### src/logic/isaPkg.sv
`default_nettype none

package isaPkg;

    typedef logic [31:0] wordT;
    typedef logic [4:0]  regAddrT;

    // primary opcode, instr[31:26]
    typedef enum logic [5:0] {
        opSpecial = 6'h00,
        opJ       = 6'h02,
        opBeq     = 6'h04,
        opOri     = 6'h0d,
        opLw      = 6'h23,
        opSw      = 6'h2b
    } opcodeT;

    // funct field under opSpecial
    typedef enum logic [5:0] {
        fnMul  = 6'h18,     // mult slot, but the product goes to rd
        fnAddu = 6'h21,
        fnSubu = 6'h23
    } functT;

    typedef enum logic [1:0] {
        aluAdd,
        aluSub,
        aluOr,
        aluMul
    } aluOpT;

    typedef struct packed {
        aluOpT   aluOp;
        logic    useImm;    // operand B is the immediate
        logic    regWrite;
        logic    memRead;
        logic    memWrite;
        logic    isMul;
        regAddrT writeReg;
    } ctrlT;

    localparam int mulCycles = 4;   // E occupancy of one mul
    localparam int mulCntW   = $clog2(mulCycles + 1);

endpackage

`default_nettype wire
### src/logic/pipePkg.sv
`default_nettype none

package pipePkg;

    import isaPkg::*;

    typedef struct packed {
        wordT pc;
        wordT instr;
    } fdT;

    typedef struct packed {
        ctrlT ctrl;
        wordT opA;
        wordT opB;          // already muxed with the immediate
        wordT storeData;
    } deT;

    typedef struct packed {
        ctrlT ctrl;
        wordT result;       // ALU result, or address for lw/sw
        wordT storeData;
    } emT;

    typedef struct packed {
        ctrlT ctrl;
        wordT wbValue;
    } mwT;

    // decode operand source, E wins over M wins over W
    typedef enum logic [1:0] {
        fwdNone = 2'd0,
        fromW   = 2'd1,
        fromM   = 2'd2,
        fromE   = 2'd3
    } fwdSelT;

    typedef struct packed {
        logic stallF;
        logic stallD;
        logic stallE;
        logic stallM;
        logic stallW;
        logic flushD;
        logic flushE;
        logic flushM;
    } hazardT;

    typedef struct packed {
        logic valid;
        logic write;
        wordT addr;
        wordT wdata;
    } memReqT;

endpackage

`default_nettype wire

### src/logic/coreTop.sv
`default_nettype none
`timescale 1ns/1ps

module coreTop import isaPkg::*, pipePkg::*; (
    input  wire       clk,
    input  wire       rstN,
    output wordT      iAddr,
    input  wire wordT iData,
    input  wire       iStall,
    output memReqT    dReq,
    input  wire wordT dData,
    input  wire       dStall
);

    wordT    pc;
    fdT      fdNext;
    fdT      fdCur;
    deT      deNext;
    deT      deCur;
    emT      emNext;
    emT      emCur;
    mwT      mwNext;
    mwT      mwCur;
    hazardT  haz;
    fwdSelT  fwdA;
    fwdSelT  fwdB;
    regAddrT raddrA;
    regAddrT raddrB;
    wordT    rdataA;
    wordT    rdataB;
    wordT    exResult;
    wordT    branchTarget;
    wordT    loadData;
    wordT    mValue;
    wordT    dKeep;
    logic    branchTaken;
    logic    mulBusy;
    logic    dAccept;
    logic    dDone;

    assign iAddr = pc;

    always_ff @(posedge clk) begin
        if (!rstN) begin
            pc <= '0;
        end else if (!haz.stallF) begin
            pc <= branchTaken ? branchTarget : pc + 32'd4;
        end
    end

    assign fdNext = '{pc: pc, instr: iData};

    stageReg #(.payloadT(fdT), .resetVal('0)) fdReg (
        .clk(clk), .rstN(rstN), .stall(haz.stallD), .flush(haz.flushD),
        .d(fdNext), .q(fdCur)
    );

    decodeUnit decode (
        .fd(fdCur), .rdataA(rdataA), .rdataB(rdataB), .raddrA(raddrA), .raddrB(raddrB),
        .fwdA(fwdA), .fwdB(fwdB), .fwdE(exResult), .fwdM(mValue), .fwdW(mwCur.wbValue),
        .de(deNext), .branchTaken(branchTaken), .branchTarget(branchTarget)
    );

    stageReg #(.payloadT(deT), .resetVal('0)) deReg (
        .clk(clk), .rstN(rstN), .stall(haz.stallE), .flush(haz.flushE),
        .d(deNext), .q(deCur)
    );

    // mul count freezes only for memory stalls
    executeUnit execute (
        .clk(clk), .rstN(rstN), .de(deCur), .hold(iStall || dStall),
        .em(emNext), .result(exResult), .mulBusy(mulBusy)
    );

    stageReg #(.payloadT(emT), .resetVal('0)) emReg (
        .clk(clk), .rstN(rstN), .stall(haz.stallM), .flush(haz.flushM),
        .d(emNext), .q(emCur)
    );

    // memory may take the request while M is held by iStall or a mul,
    // so it goes out once and its load data is kept until M moves on
    assign dAccept = dReq.valid && !dStall;

    always_ff @(posedge clk) begin
        if (!rstN) begin
            dDone <= 1'b0;
        end else if (!haz.stallM) begin
            dDone <= 1'b0;
        end else if (dAccept) begin
            dDone <= 1'b1;
        end
    end

    always_ff @(posedge clk) begin
        if (dAccept) begin
            dKeep <= dData;
        end
    end

    assign dReq = '{
        valid: (emCur.ctrl.memRead || emCur.ctrl.memWrite) && !dDone,
        write: emCur.ctrl.memWrite,
        addr:  emCur.result,
        wdata: emCur.storeData
    };

    assign loadData = dDone ? dKeep : dData;
    assign mValue   = emCur.ctrl.memRead ? loadData : emCur.result;  // writeback select
    assign mwNext   = '{ctrl: emCur.ctrl, wbValue: mValue};

    stageReg #(.payloadT(mwT), .resetVal('0)) mwReg (
        .clk(clk), .rstN(rstN), .stall(haz.stallW), .flush(1'b0),
        .d(mwNext), .q(mwCur)
    );

    regFile regs (
        .clk(clk), .rstN(rstN), .raddrA(raddrA), .raddrB(raddrB),
        .rdataA(rdataA), .rdataB(rdataB), .we(mwCur.ctrl.regWrite),
        .waddr(mwCur.ctrl.writeReg), .wdata(mwCur.wbValue)
    );

    hazardUnit hazard (
        .rsD(raddrA), .rtD(raddrB), .ctrlE(deCur.ctrl), .ctrlM(emCur.ctrl),
        .ctrlW(mwCur.ctrl), .mulBusy(mulBusy), .iStall(iStall), .dStall(dStall),
        .branchTaken(branchTaken), .haz(haz), .fwdA(fwdA), .fwdB(fwdB)
    );

    // a request the memory is holding off must not change under it
    assert property (@(posedge clk) disable iff (!rstN)
        dReq.valid && dStall |=> $stable(dReq));

endmodule

`default_nettype wire

### src/logic/hazardUnit.sv
`default_nettype none
`timescale 1ns/1ps

module hazardUnit import isaPkg::*, pipePkg::*; (
    input  wire regAddrT rsD,
    input  wire regAddrT rtD,
    input  wire ctrlT    ctrlE,
    input  wire ctrlT    ctrlM,
    input  wire ctrlT    ctrlW,
    input  wire          mulBusy,
    input  wire          iStall,
    input  wire          dStall,
    input  wire          branchTaken,
    output hazardT       haz,
    output fwdSelT       fwdA,
    output fwdSelT       fwdB
);

    logic memStall;
    logic longStall;
    logic loadUse;

    function automatic logic hits(regAddrT src, ctrlT c);
        return (src != '0) && c.regWrite && (src == c.writeReg);
    endfunction

    function automatic fwdSelT pickSource(regAddrT src, ctrlT e, ctrlT m, ctrlT w);
        if (hits(src, e)) begin
            return e.memRead ? fwdNone : fromE;     // load data not back yet
        end
        if (hits(src, m)) begin
            return fromM;
        end
        if (hits(src, w)) begin
            return fromW;
        end
        return fwdNone;
    endfunction

    assign memStall  = iStall || dStall;
    assign longStall = memStall || mulBusy;
    assign loadUse   = ctrlE.memRead && (hits(rsD, ctrlE) || hits(rtD, ctrlE));

    assign fwdA = pickSource(rsD, ctrlE, ctrlM, ctrlW);
    assign fwdB = pickSource(rtD, ctrlE, ctrlM, ctrlW);

    always_comb begin
        haz.stallF = longStall || loadUse;
        haz.stallD = longStall || loadUse;
        haz.stallE = longStall;     // whole pipe freezes
        haz.stallM = longStall;
        haz.stallW = longStall;
        haz.flushD = branchTaken && !haz.stallD;   // drop the wrong-path fetch
        haz.flushE = loadUse && !haz.stallE;       // bubble behind the load
        haz.flushM = 1'b0;  // nothing in this subset squashes M
    end

endmodule

`default_nettype wire

### src/logic/executeUnit.sv
`default_nettype none
`timescale 1ns/1ps

module executeUnit import isaPkg::*, pipePkg::*; (
    input  wire       clk,
    input  wire       rstN,
    input  wire deT   de,
    input  wire       hold,
    output emT        em,
    output wordT      result,
    output logic      mulBusy
);

    logic [mulCntW-1:0] mulCnt;     // which byte of opB is being folded in
    logic [7:0]         mulByte;
    wordT               partial;
    wordT               mulAcc;
    wordT               mulSum;
    wordT               aluOut;

    // one byte of the multiplier per cycle, low byte first
    assign mulByte = 8'(de.opB >> (8 * mulCnt));
    assign partial = (de.opA * wordT'(mulByte)) << (8 * mulCnt);
    assign mulSum  = ((mulCnt == '0) ? '0 : mulAcc) + partial;

    always_ff @(posedge clk) begin
        if (!rstN) begin
            mulCnt <= '0;
        end else if (de.ctrl.isMul && !hold) begin
            if (mulCnt == mulCntW'(mulCycles - 1)) begin
                mulCnt <= '0;   // E moves on at this edge
            end else begin
                mulCnt <= mulCnt + 1'b1;
            end
        end
    end

    always_ff @(posedge clk) begin
        if (de.ctrl.isMul && !hold) begin
            mulAcc <= mulSum;
        end
    end

    // low on the last step, when mulSum holds the full product
    assign mulBusy = de.ctrl.isMul && (mulCnt != mulCntW'(mulCycles - 1));

    always_comb begin
        case (de.ctrl.aluOp)
            aluSub:  aluOut = de.opA - de.opB;
            aluOr:   aluOut = de.opA | de.opB;
            aluMul:  aluOut = mulSum;
            default: aluOut = de.opA + de.opB;
        endcase
    end

    assign result = aluOut;
    assign em = '{ctrl: de.ctrl, result: aluOut, storeData: de.storeData};

    // a mul keeps E until its count wraps back to zero
    assert property (@(posedge clk) disable iff (!rstN) mulCnt != '0 |-> de.ctrl.isMul);

endmodule

`default_nettype wire

### src/logic/decodeUnit.sv
`default_nettype none
`timescale 1ns/1ps

module decodeUnit import isaPkg::*, pipePkg::*; (
    input  wire fdT     fd,
    input  wire wordT   rdataA,
    input  wire wordT   rdataB,
    output regAddrT     raddrA,
    output regAddrT     raddrB,
    input  wire fwdSelT fwdA,
    input  wire fwdSelT fwdB,
    input  wire wordT   fwdE,
    input  wire wordT   fwdM,
    input  wire wordT   fwdW,
    output deT          de,
    output logic        branchTaken,
    output wordT        branchTarget
);

    logic [5:0] opcode;
    logic [5:0] funct;
    regAddrT    rd;
    wordT       pcPlus4;
    wordT       immSext;
    wordT       immZext;
    wordT       srcA;
    wordT       srcB;
    ctrlT       ctrl;
    logic       isBeq;
    logic       isJump;

    function automatic wordT pickOperand(fwdSelT sel, wordT fileVal, wordT eVal,
                                         wordT mVal, wordT wVal);
        case (sel)
            fromE:   return eVal;
            fromM:   return mVal;
            fromW:   return wVal;
            default: return fileVal;
        endcase
    endfunction

    assign opcode  = fd.instr[31:26];
    assign funct   = fd.instr[5:0];
    assign raddrA  = fd.instr[25:21];  // rs
    assign raddrB  = fd.instr[20:16];  // rt
    assign rd      = fd.instr[15:11];
    assign immSext = {{16{fd.instr[15]}}, fd.instr[15:0]};
    assign immZext = {16'd0, fd.instr[15:0]};
    assign pcPlus4 = fd.pc + 32'd4;

    assign srcA = pickOperand(fwdA, rdataA, fwdE, fwdM, fwdW);
    assign srcB = pickOperand(fwdB, rdataB, fwdE, fwdM, fwdW);

    always_comb begin
        ctrl   = '0;    // anything unknown decodes as a nop
        isBeq  = 1'b0;
        isJump = 1'b0;
        case (opcode)
            opSpecial: begin
                ctrl.writeReg = rd;
                ctrl.regWrite = (funct == fnAddu) || (funct == fnSubu) || (funct == fnMul);
                ctrl.isMul    = (funct == fnMul);
                case (funct)
                    fnSubu:  ctrl.aluOp = aluSub;
                    fnMul:   ctrl.aluOp = aluMul;
                    default: ctrl.aluOp = aluAdd;
                endcase
            end
            opOri: begin
                ctrl.aluOp    = aluOr;
                ctrl.useImm   = 1'b1;
                ctrl.regWrite = 1'b1;
                ctrl.writeReg = raddrB;
            end
            opLw: begin
                ctrl.useImm   = 1'b1;
                ctrl.regWrite = 1'b1;
                ctrl.memRead  = 1'b1;
                ctrl.writeReg = raddrB;
            end
            opSw: begin
                ctrl.useImm   = 1'b1;
                ctrl.memWrite = 1'b1;
            end
            opBeq:   isBeq  = 1'b1;
            opJ:     isJump = 1'b1;
            default: ;
        endcase
    end

    assign de = '{
        ctrl:      ctrl,
        opA:       srcA,
        opB:       !ctrl.useImm ? srcB : ((opcode == opOri) ? immZext : immSext),
        storeData: srcB
    };

    // resolved here so a taken branch costs only the F slot
    assign branchTaken  = isJump || (isBeq && srcA == srcB);
    assign branchTarget = isJump ? {pcPlus4[31:28], fd.instr[25:0], 2'b00}
                                 : pcPlus4 + {immSext[29:0], 2'b00};

endmodule

`default_nettype wire

### src/logic/stageReg.sv
`default_nettype none
`timescale 1ns/1ps

module stageReg #(
    parameter type     payloadT = logic,
    parameter payloadT resetVal = '0
) (
    input  wire          clk,
    input  wire          rstN,
    input  wire          stall,
    input  wire          flush,
    input  wire payloadT d,
    output payloadT      q
);

    always_ff @(posedge clk) begin
        if (!rstN || flush) begin
            q <= resetVal;      // bubble
        end else if (!stall) begin
            q <= d;
        end
    end

    // a held stage must keep its instruction, so hazard logic never squashes it
    assert property (@(posedge clk) disable iff (!rstN) !(stall && flush));

endmodule

`default_nettype wire

### src/logic/regFile.sv
`default_nettype none
`timescale 1ns/1ps

module regFile import isaPkg::*; (
    input  wire          clk,
    input  wire          rstN,
    input  wire regAddrT raddrA,
    input  wire regAddrT raddrB,
    output wordT         rdataA,
    output wordT         rdataB,
    input  wire          we,
    input  wire regAddrT waddr,
    input  wire wordT    wdata
);

    wordT regs [32];

    // no write lands while the core sits in reset
    always_ff @(posedge clk) begin
        if (rstN && we && waddr != '0) begin
            regs[waddr] <= wdata;
        end
    end

    // $0 reads as zero whatever the array holds
    assign rdataA = (raddrA == '0) ? '0 : regs[raddrA];
    assign rdataB = (raddrB == '0) ? '0 : regs[raddrB];

endmodule

`default_nettype wire

### config.mk
export PLATFORM = sky130hd
export DESIGN_NAME = coreTop
export DESIGN_NICKNAME = d
export VERILOG_FILES = /design/src/logic/isaPkg.sv /design/src/logic/pipePkg.sv /design/src/logic/coreTop.sv /design/src/logic/hazardUnit.sv /design/src/logic/executeUnit.sv /design/src/logic/decodeUnit.sv /design/src/logic/stageReg.sv /design/src/logic/regFile.sv
export SDC_FILE = /design/constraint.sdc
export NUM_CORES = 2
export LEC_CHECK = 0
export BUFFER_PORTS_ARGS = -buffer_cell sky130_fd_sc_hd__buf_2
export CORE_UTILIZATION = 35
export CTS_CLUSTER_SIZE = 28
export DETAILED_ROUTE_END_ITERATION = 8
export PLACE_DENSITY = 0.56
export REMOVE_ABC_BUFFERS = 1
export SETUP_SLACK_MARGIN = 0.1
export SLEW_MARGIN = 20
export SYNTH_ARGS = -nofsm -noshare
export SYNTH_HDL_FRONTEND = slang
export SYNTH_SLANG_ARGS = --single-unit
### constraint.sdc
create_clock -name clk -period 14.95 [get_ports clk]
set_input_delay 2.99 -clock clk [delete_from_list [all_inputs] [get_ports clk]]
set_output_delay 2.99 -clock clk [all_outputs]
set_load 0.005 [all_outputs]
After elaboration in Yosys (flattened, before gate mapping)
Memory sizes are Yosys's and may differ from the RTL's. A register that Yosys moved wholly into a read port is not among the register bits.
Index checks and enable logic that the tools add are counted.
{"block": "totals", "reg_bits": 381, "input_bits": 68, "elab_cells": 165, "ram_bits": 1024, "n_memories": 1}
{"block": "classes", "n_mux": 54, "n_bitwise": 1, "n_shift": 2, "add_sub_neg": 7, "n_reduce_logical": 48, "n_eq_ne": 26, "multipliers": 1}
{"name": "regs.regs", "depth": 32, "word_bits": 32, "read_ports": 2, "rd_clocked_by_memory_dff": 2, "wr": 1, "line": "regFile.sv:16", "text": "wordT regs [32];"}
{"cell": "two-way mux 32 bit", "count": 9}
{"cell": "one-hot mux 32 bit (3 select lines)", "count": 3}
{"cell": "adder 32 bit", "count": 3}
{"cell": "adder 32 x 3 -> 32 bit, second input constant", "count": 2}
{"cell": "== test 32 bit", "count": 1}
{"cell": "multiplier 32 x 8 -> 32 bit", "count": 1}
{"cell": "bitwise OR 32 bit", "count": 1}
{"cell": "left shift 32 x 6 -> 32 bit", "count": 1}
{"cell": ">> shifter 32 x 6 -> 8 bit", "count": 1}
{"cell": "subtractor 32 bit", "count": 1}
{"cell": "== test 5 bit", "count": 6}
{"cell": "two-way mux 2 bit", "count": 13}
{"cell": "== test 6 bit, second input constant", "count": 4}
{"cell": "logical AND 1 bit", "count": 22}
{"cell": "two-way mux 1 bit", "count": 20}
{"cell": "two-way mux 5 bit", "count": 4}
{"cell": "nonzero test 5 bit", "count": 3}
{"cell": "== test 2 bit, second input constant", "count": 6}
{"cell": "logical NOT 5 bit", "count": 2}
{"cell": "logical OR 1 bit", "count": 10}
{"cell": "one-hot mux 5 bit (2 select lines)", "count": 1}
{"cell": "one-hot mux 2 bit (2 select lines)", "count": 2}
{"cell": "== test 2 x 1 -> 1 bit, second input constant", "count": 3}
{"cell": "== test 6 x 2 -> 1 bit, second input constant", "count": 1}
{"cell": "other kinds (14)", "count": 19}

Logic depth before layout (Yosys ltp)
{"block": "depth", "depth_word": 18, "mapped_depth": 51}

By module
From an unflattened synthesis, not the netlist that was laid out.
{"block": "unflattened", "cells_unflattened": 6073, "hier_area_um2": 80506.0}
{"mod": "regFile", "n_inst": 1, "seq_area_each_um2": 30749.5, "cells_each": 2370, "area_per_inst_um2": 47195.3}
{"mod": "executeUnit", "n_inst": 1, "seq_area_each_um2": 1021.0, "cells_each": 1652, "area_per_inst_um2": 13618.1}
{"mod": "decodeUnit", "n_inst": 1, "seq_area_each_um2": 0.0, "cells_each": 626, "area_per_inst_um2": 5062.4}
{"mod": "stageReg (deReg)", "n_inst": 1, "seq_area_each_um2": 2162.1, "cells_each": 349, "area_per_inst_um2": 3806.2}
{"mod": "coreTop", "n_inst": 1, "seq_area_each_um2": 1621.6, "cells_each": 414, "area_per_inst_um2": 3671.0}
{"mod": "stageReg (emReg)", "n_inst": 1, "seq_area_each_um2": 1521.5, "cells_each": 246, "area_per_inst_um2": 2740.1}
{"mod": "stageReg (fdReg)", "n_inst": 1, "seq_area_each_um2": 1281.2, "cells_each": 207, "area_per_inst_um2": 2304.7}
{"mod": "stageReg (mwReg)", "n_inst": 1, "seq_area_each_um2": 880.8, "cells_each": 143, "area_per_inst_um2": 1609.0}
{"mod": "hazardUnit", "n_inst": 1, "seq_area_each_um2": 0.0, "cells_each": 66, "area_per_inst_um2": 499.2}

Worst setup path after synthesis
No wires, ideal clock.
{"block": "synth_path", "path_type": "reg2reg", "start": "register execute.mulCnt[1]", "end": "register pc[27], in the netlist iAddr[27]", "stages_incl_launch_ff": 47, "required_ps": 14879, "arrival_ps": 9485, "setup_time_ps": 71, "path_buffers": 4, "slack_ps": 5394, "cell_sequence": "dfxtp_1 clkbuf_1 mux4_2 nor2b_1 clkbuf_1 clkbuf_1 nand2_1 fa_1 fa_1 inv_1 fa_1 inv_1 fa_1 inv_1 ha_1 a21oi_1 o21bai_1 a211o_1 (+11 left out) a21o_1 a21oi_1 nand2_1 o21ai_0 o21ai_0 a21oi_1 o21ai_0 nand4_1 o41ai_1 o22ai_1 a211o_1 a32o_1 a31oi_1 and3_1 buf_4 or4b_2 a31o_1 a21oi_1"}
{"block": "synth_between", "elab_chain_cells": 10, "word_cells_on_any_way": 17, "cone_classes": "1 x add/sub; 1 x mul; 2 x eq/ne; 2 x shift; 5 x mux; 6 x reduce/logical"}
{"item": "start, declared", "line": "executeUnit.sv:14", "text": "logic [mulCntW-1:0] mulCnt;"}
{"item": "start signal, assigned", "line": "executeUnit.sv:33", "text": "mulCnt <= mulCnt + 1'b1;"}
{"item": ">> shifter 32 x 6 -> 8 bit", "line": "executeUnit.sv:22", "text": "assign mulByte = 8'(de.opB >> (8 * mulCnt));"}
{"item": "multiplier 32 x 8 -> 32 bit", "line": "executeUnit.sv:23", "text": "assign partial = (de.opA * wordT'(mulByte)) << (8 * mulCnt);"}
{"item": "left shift 32 x 6 -> 32 bit", "line": "executeUnit.sv:23"}
{"item": "adder 32 bit", "line": "executeUnit.sv:24", "text": "assign mulSum = ((mulCnt == '0) ? '0 : mulAcc) + partial;"}
{"item": "one-hot mux 32 bit (3 select lines)", "line": "executeUnit.sv:48", "text": "case (de.ctrl.aluOp)"}
{"item": "one-hot mux 32 bit (3 select lines)", "line": "decodeUnit.sv:34", "text": "case (sel)"}
{"item": "== test 32 bit", "line": "decodeUnit.sv:99", "text": "assign branchTaken = isJump || (isBeq && srcA == srcB);"}
{"item": "logical AND 1 bit", "line": "decodeUnit.sv:99"}
{"item": "logical OR 1 bit", "line": "decodeUnit.sv:99"}
{"item": "two-way mux 32 bit", "line": "coreTop.sv:47", "text": "pc <= branchTaken ? branchTarget : pc + 32'd4;"}
{"item": "end signal, assigned", "line": "coreTop.sv:47"}
{"item": "end, declared", "line": "coreTop.sv:15", "text": "wordT pc;"}
Several ways; a longest one is shown, not always the timed one.
A chain may end at the register's enable or synchronous reset.

Worst setup path in the final report
{"block": "layout_path", "start": "register execute.mulCnt[0]", "end": "register pc[1], in the netlist iAddr[1]"}
The elaborated chain is that of the path after synthesis.

==> metrics.yaml <==
cts_tree: "built"
final_nets: 6658
first_iter_violations: 6445
setup_ws_ns: 2.49
fin_crit_sh: 0.834
synthAdderAreaFrac: 0.0620
wl_um: 273000
antenna_left: 0
multi_input_area_um2: 37200
coreArea_um2: 224000
critPathBufInv: 7
async_reset_ff_frac: 0
layout_commonest_cell: "edfxtp_1"
register_area_um2: 39300
powerDensity_nw_per_um2: 107
clockBufferDepth: 3
synth_cells: 6263
ir_worst_vdd_uv: 126
post_cts.repair.setup_buffers: 0
grt_use_total: 0.236
synth-simple-area-share: 0.0990
ys_ff_latch: 1415
ctsHoldBuffers: 0
numCtsBuffers: 155
yosys_warnings: 0
synth_top_family_by_area: "multiplexers"
synthesis.area_um2: 79000
detail_route.wl_per_cell_um: 29.0
setup_violations: 0
grt_pass1_vias: 54800
drive_gt1_frac: 0.193
avgSynthCellArea_um2: 12.6
synth_ff_type: "edfxtp_1"
die_y_um: 477
synthToLayoutAreaGrowth_pct: 11.7
worstSetupPathType: "flip-flop to flip-flop"
ys_types: 97
cp_data_required_time_ns: 15.59
synth-seq-area-share: 0.496
worst_pin_slew_ns: 1.19
initial_utilization: 0.352
grt_max_degree: 117
synth-xor-area-share: 0.0256
leakagePower_nw: 31.1
grt_pass1_wl_um: 392000
critPathMaxFanout: 66
post_cts_resized: 0
rsz0062_at_grt: "no"
cts-root-buf: "clkbuf_16"
slowest_stage: "dfxtp_2"
fmaxAchievable_mhz: 80.2
die-width_um: 477
rows: 174
final_area_um2: 88200
hpwl_um: 176000
hold_violations: 0
first_pass_iters: 6
port_buffers: 165
h-tree-depth: 4
max_stage_delay_ns: 0.97
relSlewSlack: 0.204
min_period_ns: 12.46
cap_viol_max_count: 0
endpoint_kind: "flip-flop"
gp_congestion: 0.919
place_ws_ns: 2.74
start_kind: "flip-flop"
synth.mux.area_fraction: 0.179
path_clk_slew_ns: 0.07
synth_compound_area_frac: 0.0994
cts.sinks: 1415
fin_skew_ns: 0.0346
final_cell_mix: "1088 x edfxtp_1, 586 x nand2_1, 532 x mux4_2"
route.vias.total: 55900
status: "complete, no violations"
cp.arrival_ns: 13.10
antenna_found_initial: 9
ios: 166
place_inst: 9128
place_area_um2: 83100
grt.overflow.total: 0
fillers: 21000
hp-class: "flip-flop to flip-flop"
synth_edf_count: 1088
holdWs_ns: 0.452
finalNonFillerCells: 9417
cpLargestDelayFamily: "compound AO/OA/AOI/OAI gates"
clock_latency_ns: 0.83
avgViaCountPerCell: 5.93
maxSlewViolCount: 0
dieArea_um2: 228000
drc_errors: 0
cell type report:
class | instances | area share
Sequential cell | 1415 | 0.445
Multi-Input combinational cell | 4201 | 0.422
Clock buffer | 207 | 0.0490
Tap cell | 2992 | 0.0424
Timing Repair Buffer | 332 | 0.0241
Clock inverter | 78 | 0.00882
Inverter | 189 | 0.00811
Antenna cell | 3 | 0.0000851
worst register-to-register path, delay by kind of cell, from the launching register on:
kind,cells,cell delay (ns)
AND/OR/NAND/NOR,13,2.53
AO/OA/AOI/OAI,15,3.54
adder cells (fa/ha/maj),6,2.59
multiplexers,1,0.66
XOR/XNOR,3,0.67
buffers and inverters,7,1.35
flip-flops,1,0.97
power breakdown:
part,internal [mW],total (mW),switching (mW)
sequential,4.25,4.35,0.103
clock,2.22,3.88,1.66
combinational,0.412,1.17,0.761
total,6.88,9.41,2.52
per-stage QoR:
stage	total power, mW	util	setup TNS [ns]
3_3_place_gp	5.57	0.370	0
6_report	9.41	0.393	0
3_5_place_dp	5.58	0.370	0
2_1_floorplan	5.17	-	-246.71
5_1_grt	9.67	0.393	0
4_1_cts	9.44	0.393	0
cell usage after synthesis, drive strengths merged, types with 28 or more instances:
master / number / area (µm²)
clkbuf: 268 / 1010
mux4: 532 / 12000
o21ai: 172 / 865
a22oi: 95 / 713
buf: 221 / 1300
nor2b: 37 / 231
xnor2: 143 / 1250
ha: 137 / 1710
edfxtp: 1088 / 32700
nand3: 81 / 405
nand2: 588 / 2210
and3: 33 / 206
a221oi: 41 / 359
dfxtp: 327 / 6550
nand2b: 30 / 188
mux2i: 199 / 1990
xor2: 83 / 727
inv: 188 / 706
a211oi: 106 / 796
and2: 229 / 1430
a31oi: 35 / 219
o22ai: 37 / 231
a21oi: 438 / 2200
nor3: 108 / 546
fa: 159 / 3180
nor2: 457 / 1730
a21o: 45 / 338
nand4: 28 / 175
final timing paths:
| check | startpoint | to | slack [ns] | cells after the start |
|---|---|---|---|---|
| max | execute.mulCnt[0] | iAddr[1] | 2.49 | 45 |
| min | deReg.q[27] | emReg.q[27] | 0.45 | 2 |
| max reg2reg | execute.mulCnt[0] | iAddr[1] | 2.49 | 45 |
| min reg2reg | deReg.q[27] | emReg.q[27] | 0.45 | 2 |
cells by family (layout without fill, tap and decap cells):
kind of cell	count (synthesis)	in the layout
compound gates	1213	1213
xor+xnor	228	228
fa+ha+maj	296	296
buf+inv	678	806
flops	1415	1415
mux	748	748
other cells	1	35
simple gates	1684	1684
state kept, by name, summed over array words and instances, names as in the netlist, named ones only:
register / cells
dDone: 1
dKeep: 32
deReg.q: 107
emReg.q: 72
execute.mulAcc: 32
execute.mulCnt: 3
fdReg.q: 64
iAddr: 32
mwReg.q: 38
regs.regs: 1024
metal layers:
layer  vias up  global-route usage  share of wire
li1      23800                   -              -
met1     28800               0.308           0.40
met2      2697               0.374           0.47
met5         -                   0       0.000048
met4         2               0.123          0.056
met3       555              0.0411          0.081
Power figures use the tool's default switching activity.
